===== src/xaui_pkg.sv =====
`default_nettype none

package xaui_pkg;

  // ------------------------------
  // Lane geometry
  // ------------------------------

  localparam int lane_count = 4;

  typedef logic [8*lane_count-1:0] lane_word_t; // Lane 0 in the low byte
  typedef logic [lane_count-1:0]   lane_flags_t; // One bit per lane

  // ------------------------------
  // Code groups
  // ------------------------------

  localparam logic [7:0] sym_a = 8'h7C; // K28.3 alignment character

  // ------------------------------
  // Deskew range and alignment FSM
  // ------------------------------

  localparam int max_skew = 3; // Largest correctable lane skew in cycles

  typedef logic [1:0] lane_delay_t; // Per-lane delay, 0 up to max_skew

  // Encoding keeps all acquired states in the upper half
  typedef enum logic [2:0] {
    loss_of_alignment = 3'd0,
    align_detect_1    = 3'd1,
    align_detect_2    = 3'd2,
    align_detect_3    = 3'd3,
    align_acquired_1  = 3'd4,
    align_acquired_2  = 3'd5,
    align_acquired_3  = 3'd6,
    align_acquired_4  = 3'd7
  } align_state_t;

endpackage

`default_nettype wire


===== src/lane_bus_if.sv =====
`timescale 1ns/10ps
`default_nettype none

// Four byte lanes with their per-lane status flags
interface lane_bus_if;

  xaui_pkg::lane_word_t  data;
  xaui_pkg::lane_flags_t charisk;     // K flag per lane
  xaui_pkg::lane_flags_t disp_err;    // Disparity error per lane
  xaui_pkg::lane_flags_t sync_status; // Code-group sync per lane

  modport source (
    output data,
    output charisk,
    output disp_err,
    output sync_status
  );

  modport sink (
    input data,
    input charisk,
    input disp_err,
    input sync_status
  );

endinterface

`default_nettype wire


===== src/deskew_state.sv =====
`timescale 1ns/10ps
`default_nettype none

module deskew_state (
  input  logic     mgt_clk,
  input  logic     reset,
  lane_bus_if.sink lanes,
  output logic     align_status,
  output logic     enable_deskew
);

  xaui_pkg::align_state_t state;
  xaui_pkg::align_state_t state_next;
  logic                   got_align;
  logic                   align_error;

  assign got_align   = (&lanes.charisk) &&
                       (lanes.data == {xaui_pkg::lane_count{xaui_pkg::sym_a}});
  assign align_error = |lanes.disp_err;

  // ------------------------------
  // Next state
  // ------------------------------

  always_comb begin
    state_next = state;
    if (lanes.sync_status != '1) begin
      state_next = xaui_pkg::loss_of_alignment; // Any lane out of sync
    end else begin
      case (state)
        xaui_pkg::loss_of_alignment: begin
          if (got_align) state_next = xaui_pkg::align_detect_1;
        end
        xaui_pkg::align_detect_1: begin
          if (got_align) state_next = xaui_pkg::align_detect_2;
          else if (align_error) state_next = xaui_pkg::loss_of_alignment;
        end
        xaui_pkg::align_detect_2: begin
          if (got_align) state_next = xaui_pkg::align_detect_3;
          else if (align_error) state_next = xaui_pkg::loss_of_alignment;
        end
        xaui_pkg::align_detect_3: begin
          if (got_align) state_next = xaui_pkg::align_acquired_1;
          else if (align_error) state_next = xaui_pkg::loss_of_alignment;
        end
        xaui_pkg::align_acquired_1: begin
          if (align_error) state_next = xaui_pkg::align_acquired_2;
        end
        xaui_pkg::align_acquired_2: begin
          if (align_error) state_next = xaui_pkg::align_acquired_3;
          else if (got_align) state_next = xaui_pkg::align_acquired_1;
        end
        xaui_pkg::align_acquired_3: begin
          if (align_error) state_next = xaui_pkg::align_acquired_4;
          else if (got_align) state_next = xaui_pkg::align_acquired_2;
        end
        xaui_pkg::align_acquired_4: begin
          if (align_error) state_next = xaui_pkg::loss_of_alignment;
          else if (got_align) state_next = xaui_pkg::align_acquired_3;
        end
        default: begin
          state_next = xaui_pkg::loss_of_alignment;
        end
      endcase
    end
  end

  // ------------------------------
  // State and decoded outputs
  // ------------------------------

  always_ff @(posedge mgt_clk) begin
    if (reset) begin
      state         <= xaui_pkg::loss_of_alignment;
      align_status  <= 1'b0;
      enable_deskew <= 1'b1;
    end else begin
      state         <= state_next;
      align_status  <= state inside {xaui_pkg::align_acquired_1, xaui_pkg::align_acquired_2,
                                     xaui_pkg::align_acquired_3, xaui_pkg::align_acquired_4};
      enable_deskew <= (state == xaui_pkg::loss_of_alignment); // Lags the state by a cycle
    end
  end

endmodule

`default_nettype wire


===== src/lane_deskew.sv =====
`timescale 1ns/10ps
`default_nettype none

module lane_deskew (
  input  logic       mgt_clk,
  input  logic       reset,
  input  logic       enable_deskew,
  lane_bus_if.sink   raw,
  lane_bus_if.source aligned
);

  xaui_pkg::lane_word_t  data_dly [0:xaui_pkg::max_skew];
  xaui_pkg::lane_flags_t k_dly    [0:xaui_pkg::max_skew];
  xaui_pkg::lane_flags_t err_dly  [0:xaui_pkg::max_skew];

  xaui_pkg::lane_delay_t lane_delay [xaui_pkg::lane_count];
  xaui_pkg::lane_delay_t arrival    [xaui_pkg::lane_count];

  xaui_pkg::lane_flags_t a_hit;
  xaui_pkg::lane_flags_t seen;
  xaui_pkg::lane_flags_t seen_next;
  xaui_pkg::lane_delay_t win_cnt;
  xaui_pkg::lane_delay_t win_pos;
  xaui_pkg::lane_delay_t latest;
  logic                  win_active;

  // ------------------------------
  // Delay lines
  // ------------------------------

  // Stage 0 is the registered input, stage n adds n more cycles
  always_ff @(posedge mgt_clk) begin
    data_dly[0] <= raw.data;
    for (int s = 1; s <= xaui_pkg::max_skew; s++) begin
      data_dly[s] <= data_dly[s-1];
    end
  end

  always_ff @(posedge mgt_clk) begin
    if (reset) begin
      for (int s = 0; s <= xaui_pkg::max_skew; s++) begin
        k_dly[s]   <= '0;
        err_dly[s] <= '0;
      end
      aligned.sync_status <= '0;
    end else begin
      k_dly[0]   <= raw.charisk;
      err_dly[0] <= raw.disp_err;
      for (int s = 1; s <= xaui_pkg::max_skew; s++) begin
        k_dly[s]   <= k_dly[s-1];
        err_dly[s] <= err_dly[s-1];
      end
      aligned.sync_status <= raw.sync_status; // Not delayed with the lanes
    end
  end

  // Each lane taps the stage picked by its own delay
  always_comb begin
    for (int i = 0; i < xaui_pkg::lane_count; i++) begin
      aligned.data[8*i +: 8] = data_dly[lane_delay[i]][8*i +: 8];
      aligned.charisk[i]     = k_dly[lane_delay[i]][i];
      aligned.disp_err[i]    = err_dly[lane_delay[i]][i];
    end
  end

  // ------------------------------
  // Skew measurement
  // ------------------------------

  always_comb begin
    for (int i = 0; i < xaui_pkg::lane_count; i++) begin
      a_hit[i] = raw.charisk[i] && (raw.data[8*i +: 8] == xaui_pkg::sym_a);
    end
  end

  assign win_pos   = win_active ? win_cnt : '0; // Offset of the current cycle in the window
  assign seen_next = seen | a_hit;

  // The last lane to show /A/ sets the reference point
  always_comb begin
    latest = '0;
    for (int i = 0; i < xaui_pkg::lane_count; i++) begin
      if (arrival[i] > latest) begin
        latest = arrival[i];
      end
    end
  end

  // Only the first /A/ of a lane inside a window is kept
  always_ff @(posedge mgt_clk) begin
    for (int i = 0; i < xaui_pkg::lane_count; i++) begin
      if (a_hit[i] && !seen[i]) begin
        arrival[i] <= win_pos;
      end
    end
  end

  always_ff @(posedge mgt_clk) begin
    if (reset) begin
      win_active <= 1'b0;
      win_cnt    <= '0;
      seen       <= '0;
      for (int i = 0; i < xaui_pkg::lane_count; i++) begin
        lane_delay[i] <= '0;
      end
    end else if (!enable_deskew) begin
      win_active <= 1'b0; // Delays hold while the FSM is aligned
      seen       <= '0;
    end else if (&seen) begin
      for (int i = 0; i < xaui_pkg::lane_count; i++) begin
        lane_delay[i] <= latest - arrival[i]; // Early lanes wait for the latest one
      end
      win_active <= 1'b0;
      seen       <= '0;
    end else if (win_active || (|a_hit)) begin
      if (win_active && win_cnt == xaui_pkg::max_skew && !(&seen_next)) begin
        win_active <= 1'b0; // Window ran out with a lane missing
        seen       <= '0;
      end else begin
        win_active <= 1'b1;
        win_cnt    <= win_pos + 1'b1;
        seen       <= seen_next;
      end
    end
  end

endmodule

`default_nettype wire


===== src/xaui_rx_align.sv =====
`timescale 1ns/10ps
`default_nettype none

module xaui_rx_align (
  input  logic                  mgt_clk,
  input  logic                  reset,
  input  xaui_pkg::lane_word_t  mgt_rxdata,
  input  xaui_pkg::lane_flags_t mgt_rxcharisk,
  input  xaui_pkg::lane_flags_t mgt_sync_status,
  input  xaui_pkg::lane_flags_t mgt_disp_err,
  output xaui_pkg::lane_word_t  rx_data,
  output xaui_pkg::lane_flags_t rx_charisk,
  output logic                  align_status
);

  logic enable_deskew; // Measurement window allowed while out of alignment

  lane_bus_if raw_bus ();
  lane_bus_if aligned_bus ();

  // ------------------------------
  // Transceiver side
  // ------------------------------

  assign raw_bus.data        = mgt_rxdata;
  assign raw_bus.charisk     = mgt_rxcharisk;
  assign raw_bus.disp_err    = mgt_disp_err;
  assign raw_bus.sync_status = mgt_sync_status;

  lane_deskew u_lane_deskew (
    .mgt_clk       (mgt_clk),
    .reset         (reset),
    .enable_deskew (enable_deskew),
    .raw           (raw_bus.sink),
    .aligned       (aligned_bus.source)
  );

  deskew_state u_deskew_state (
    .mgt_clk       (mgt_clk),
    .reset         (reset),
    .lanes         (aligned_bus.sink),
    .align_status  (align_status),
    .enable_deskew (enable_deskew)
  );

  // Aligned column out
  assign rx_data    = aligned_bus.data;
  assign rx_charisk = aligned_bus.charisk;

endmodule

`default_nettype wire

===== config.mk =====
export PLATFORM = sky130hd
export DESIGN_NAME = xaui_rx_align
export DESIGN_NICKNAME = d
export VERILOG_FILES = /design/src/xaui_pkg.sv /design/src/lane_bus_if.sv /design/src/deskew_state.sv /design/src/lane_deskew.sv /design/src/xaui_rx_align.sv
export SDC_FILE = /design/constraint.sdc
export NUM_CORES = 1
export LEC_CHECK = 0
export ABC_CLOCK_PERIOD_IN_PS = 3700
export BUFFER_PORTS_ARGS = -buffer_cell sky130_fd_sc_hd__clkbuf_2
export CORE_MARGIN = 5
export CORE_UTILIZATION = 25
export DETAILED_ROUTE_END_ITERATION = 7
export REMOVE_ABC_BUFFERS = 1
export SETUP_SLACK_MARGIN = 0.1
export SLEW_MARGIN = 0
export SYNTH_ARGS = -nofsm -noshare
export SYNTH_HDL_FRONTEND = slang
export SYNTH_SLANG_ARGS = --single-unit

===== constraint.sdc =====
create_clock -name mgt_clk -period 3.7 [get_ports mgt_clk]
set_input_delay 0 -clock mgt_clk [delete_from_list [all_inputs] [get_ports mgt_clk]]
set_output_delay 0 -clock mgt_clk [all_outputs]
set_load 0.03 [all_outputs]

-- Word level (Yosys, flattened, before mapping)
Memories as Yosys holds them, arrays and structs flattened.
Cells that the tools add are included.
- add/subtract/negate cells: 5
- magnitude comparators: 4
- equality and inequality tests: 19
- muxes and demuxes: 47
- bitwise gates (word level): 16
- reduce and logical (&&, ||, !) cells: 28
- operators by type and width (kind ; number):
    3-bit two-way mux ; 12
    4-bit two-way mux ; 9
    32-bit by 31-bit equality test with 1-bit output (second input constant) ; 1
    8-bit by 7-bit equality test with 1-bit output (second input constant) ; 4
    3-bit one-hot mux with 8 select lines ; 1
    2-bit two-way mux ; 9
    1-bit two-way mux ; 16
    4-bit AND reduction ; 4
    3-bit equality test (second input constant) ; 4
    1-bit bitwise OR ; 12
    1-bit logical AND ; 11
    3-bit by 1-bit inequality test with 1-bit output (second input constant) ; 3
    4-bit OR reduction ; 2
    2-bit subtractor ; 4
    3-bit by 2-bit equality test with 1-bit output (second input constant) ; 2
    2-bit > comparator ; 3
    1-bit logical NOT ; 5
    5-bit AND reduction ; 1
    2-bit by 1-bit inequality test with 1-bit output (second input constant) ; 2
    4-bit inequality test (second input constant) ; 1
    4-bit bitwise OR ; 1
    4-bit nonzero test ; 1
    3-bit by 1-bit equality test with 1-bit output (second input constant) ; 1
    3-bit logical NOT ; 1
    other kinds (7) ; 9
- register bits: 16
- memory bits (writable): 176
- bits of input ports: 46
- output and inout bits: 37
- memories kept: 5
- memory list (memory ; words ; bits a word ; rd ports ; clocked after memory_dff ; write ports ; RTL line ; source):
    u_lane_deskew.data_dly ; 4 ; 32 ; 7 ; 0 ; 4 ; lane_deskew.sv:12 ; xaui_pkg::lane_word_t data_dly [0:xaui_pkg::max_skew];
    u_lane_deskew.err_dly ; 4 ; 4 ; 7 ; 0 ; 4 ; lane_deskew.sv:14 ; xaui_pkg::lane_flags_t err_dly [0:xaui_pkg::max_skew];
    u_lane_deskew.k_dly ; 4 ; 4 ; 7 ; 0 ; 4 ; lane_deskew.sv:13 ; xaui_pkg::lane_flags_t k_dly [0:xaui_pkg::max_skew];
    u_lane_deskew.arrival ; 4 ; 2 ; 4 ; 0 ; 4 ; lane_deskew.sv:17 ; xaui_pkg::lane_delay_t arrival [xaui_pkg::lane_count];
    u_lane_deskew.lane_delay ; 4 ; 2 ; 4 ; 0 ; 4 ; lane_deskew.sv:16 ; xaui_pkg::lane_delay_t lane_delay [xaui_pkg::lane_count];

-- Depth between registers and ports, before layout
- depth after elaboration: 10
- gate-level depth with buffers: 16
- mapped depth without buffers: 16

-- Cells and area by module
Synthesis repeated with hierarchy kept, for this count alone.
- cell total of the unflattened synthesis: 437
- area, all modules: 6332.3 sq um
- by module, submodules not included (module ; instances ; cells an instance ; area each (sq um) ; sequential area each (sq um)):
    lane_deskew ; 1 ; 391 ; 5890.6 ; 3903.7
    deskew_state ; 1 ; 46 ; 441.7 ; 100.1

-- Worst setup path before layout
Ideal clock, no wire load.
- path type: register -> register
- from: mem u_lane_deskew.arrival[0][0] (netlist name)
- to: mem u_lane_deskew.lane_delay[0][1] (netlist name), data pin
- setup time: 0.266 ns
- data arrival time: 3.351 ns
- data required time: 3.434 ns
- slack: 0.082 ns
- stages on the path, launching flop included: 14
- buffers on the path: 0
- cells stage by stage: edfxtp_1 -> ha_1 -> nor2b_1 -> o21ai_0 -> nand3_1 -> ha_1 -> inv_1 -> o221a_2 -> a41oi_1 -> ha_1 -> a21oi_1 -> mux2i_1 -> a21o_1 -> a21oi_1
- RTL lines (item ; RTL line):
    start: declaration ; lane_deskew.sv:17
    end: declaration ; lane_deskew.sv:16

==> impl_results.md <==
- Outcome: finished, final reports clean
- Via count: 3782
- Worst-Margin Slew: 0.561 ns
- Initial core utilization: 25.1%
- Post-synth EDFFs: 16
- Yosys cell types: 55
- Final wirelength: 13600 µm
- Kind of critical path: reg2reg
- Crit start category: flip-flop
- Syn Inst Count: 430
- Die height: 168 µm
- Reg2Reg Depth: 15
- CP arrival: 3.58 ns
- Fin Setup TNS: 0 ns
- DRC Markers: 0
- Cell Pwr Density: 530 nW/µm²
- GRT overflow: 0
- Worst-path clk slew: 0.07 ns
- Site Rows: 58
- Top cells by area, synth: dfxtp_1 (56%), mux4_2 (14%), edfxtp_1 (7.7%), nor2b_1 (4.4%), ha_1 (2.0%)
- Maximum clock path buffer count: 2
- Number of max-cap violations: 0
- RD Place Congestion: 0.831
- Top cell type's share of synthesized area: 56.2%
- HP Class: in2reg
- Syn_area_per_cell: 14.6 µm²
- CP max FO: 9
- Crit share post-route: 91.9%
- Via-per-instance ratio: 4.16
- Detailed Route Iter0 Violations: 193
- Share of layout cells above drive strength 1: 29.2%
- First-pass GRT wire length: 21400 µm
- Vias in the first global route: 3758
- Post-synth top cells: dfxtp_1 (176), nor2b_1 (44), mux4_2 (38)
- Pleak: 0.00322 µW
- Worst vdd ir: 0.223 mV
- Crit end category: flip-flop
- Max-slew headroom: 62.6%
- Total CTS buffers: 17
- CTS tree: done
- Reg2reg setup slack: 0.30 ns
- Post-DR wirelength/cell: 15.0 µm
- Io pins: 83
- H-tree Lvls: 4
- Port Buf Inserts: 82
- FF/Latch Area: 4000 µm²
- Fillers: 2478
- Critical hold path startpoint: reset
- Most frequent cell after synthesis: dfxtp_1
- Fin util: 32.3%
- Dpl hpwl: 9990 µm
- Clock net sink count: 192
- Pin count of the biggest net entering global routing: 31
- Final net count: 623
- Worst r2r src: u_lane_deskew.arrival[1][0]
- Core Box Area: 25000 µm²
- Final ANT Viol Nets: 0
- Worst Hold End: u_lane_deskew.err_dly[3][0]
- Initial DRT Pass Iterations: 5
- Pins Over Slew Limit: 0
- Final Worst Setup Slack: 0.301 ns
- Crit path time final: 3.40 ns
- Number of synthesized register bits: 192
- Hold depth: 2
- Warnings from Yosys: 0
- Final hold vios: 0
- Die area: 28300 µm²
- Clock Skew: 0.00964 ns
- CTS root buf: clkbuf_16
- Max Freq: 0.294 GHz
- Primary FF master, synth: dfxtp_1
- Req. time, crit path: 3.88 ns
- RR Endpoint: u_lane_deskew.lane_delay[0][0]
- GRT Util Overall: 9.89%
- Initial antenna violation count: 1
- Area leader, netlist: dfxtp_1
- RSZ-0062 raised after global routing: no
- Setup WS pre-CTS: 0.225 ns
- Ys async rst share: 0%
- Setup-failing EPs final: 0
- Area grow syn2layout: 28.6%
- Worst-Skew Late Latency: 0.43 ns
- Part of the Yosys area used for sequential elements: 63.9%
- Die Wd: 168 µm
- Post-Syn Area: 6270 µm²
- Multi-input logic area: 2120 µm²
-- sequential cells by signal (all words and copies together), names as in the netlist --
signal and cells:
u_lane_deskew.seen 4, u_deskew_state.state 3, u_deskew_state.align_status 1, u_lane_deskew.win_cnt 2, u_lane_deskew.err_dly 16, u_lane_deskew.k_dly 16
u_lane_deskew.win_active 1, u_lane_deskew.lane_delay 8, u_lane_deskew.arrival 8, u_lane_deskew.aligned.sync_status 4, u_deskew_state.enable_deskew 1, u_lane_deskew.data_dly 128
-- per-stage QoR --
step / total power, µW / cells / hold WS (ns) / area [µm²]
after detailed placement: 2550 / 833 / 0.116 / 7050
after floorplan: 2430 / 414 / 0.0277 / 6180
final: 4270 / 910 / 0.0843 / 8060
after global placement: 2540 / 833 / 0.115 / 7050
after global routing: 4450 / 910 / 0.129 / 8060
after CTS: 4330 / 908 / 0.0786 / 8050
-- power by group --
group | leakage (µW) | internal, µW | switching, µW | total, µW
clock | 0.000276 | 904 | 839 | 1740
sequential | 0.00163 | 2180 | 46.4 | 2230
combinational | 0.00132 | 141 | 159 | 301
-- worst max-delay path: stages (launching register included) --
cell and delay [ns]:
edfxtp_1 0.44, inv_1 0.12, ha_1 0.25, nor2b_1 0.13, o21ai_0 0.22, nand3_1 0.12
ha_1 0.29, inv_1 0.04, o221a_2 0.25, a41oi_1 0.23, ha_1 0.28, a21oi_2 0.19
mux2i_1 0.20, buf_4 0.18, xor2_1 0.15, nor2_1 0.05
-- cells in the final DEF (no fill, tap or decap), types with 7 or more instances in the layout --
cell           count
dfxtp_1          176
clkbuf_2          82
nor2b_1           44
dlygate4sd3_1     44
mux4_2            38
clkbuf_16         17
edfxtp_1          16
inv_1             14
nor2_1            11
ha_1              10
nor3_1             9
a21oi_1            8
buf_4              8
nand2_1            7
-- how the worst max path moves through the flow --
stage	from	to	slack (ns)	cells past startpoint
after floorplan	u_lane_deskew.arrival[0][0]	u_lane_deskew.lane_delay[0][1]	0.09	13
after global placement	u_lane_deskew.arrival[1][0]	u_lane_deskew.lane_delay[0][0]	0.28	15
after detailed placement	u_lane_deskew.arrival[0][0]	u_lane_deskew.lane_delay[0][0]	0.22	14
after CTS	u_lane_deskew.arrival[0][0]	u_lane_deskew.lane_delay[2][1]	0.22	14
after global routing	u_lane_deskew.arrival[1][0]	u_lane_deskew.lane_delay[0][1]	0.11	15
final	u_lane_deskew.arrival[1][0]	u_lane_deskew.lane_delay[0][0]	0.30	15
-- layout make-up --
type	instances	area share, %
antenna	1	0.0310
clock buffer	18	5.45
clock inverter	13	1.46
inverter	14	0.652
multi-input combinational	208	26.3
sequential	192	49.7
tap	330	5.12
timing repair buffer	134	11.3
-- timing repair --
item	4_1_cts	5_1_grt
buffers inserted	0	1
resized for setup	0	1
hold endpoints to repair	44	0
hold buffers	44	0
setup endpoints to repair	0	6
-- layer usage --
| metal | up-vias | global-route usage [%] | share of wire, % |
|---|---|---|---|
| met4 | 0 | 2.72 | 1.1 |
| met3 | 11 | 3.40 | 6.2 |
| met2 | 91 | 16.0 | 49 |
| met1 | 1828 | 12.7 | 44 |
| met5 | - | 0 | 0 |
| li1 | 1852 | - | - |
-- kinds of logic (layout without fill, tap and decap cells) --
kind of cell               count (synthesis)  in the layout  share of synthesized area, %
adders and majority gates                 10             10                          2.00
muxes                                     44             44                          15.2
other                                      0              1                             0
xor gates and xnor gates                   9              9                          1.26
DFF                                      192            192                          63.9
buffers and inverters                     30            179                          2.30
AOI/OAI and AO/OA                         32             32                          3.57
and+or+nand+nor                          113            113                          11.8
No activity file was read; power rests on OpenSTA's default activity.
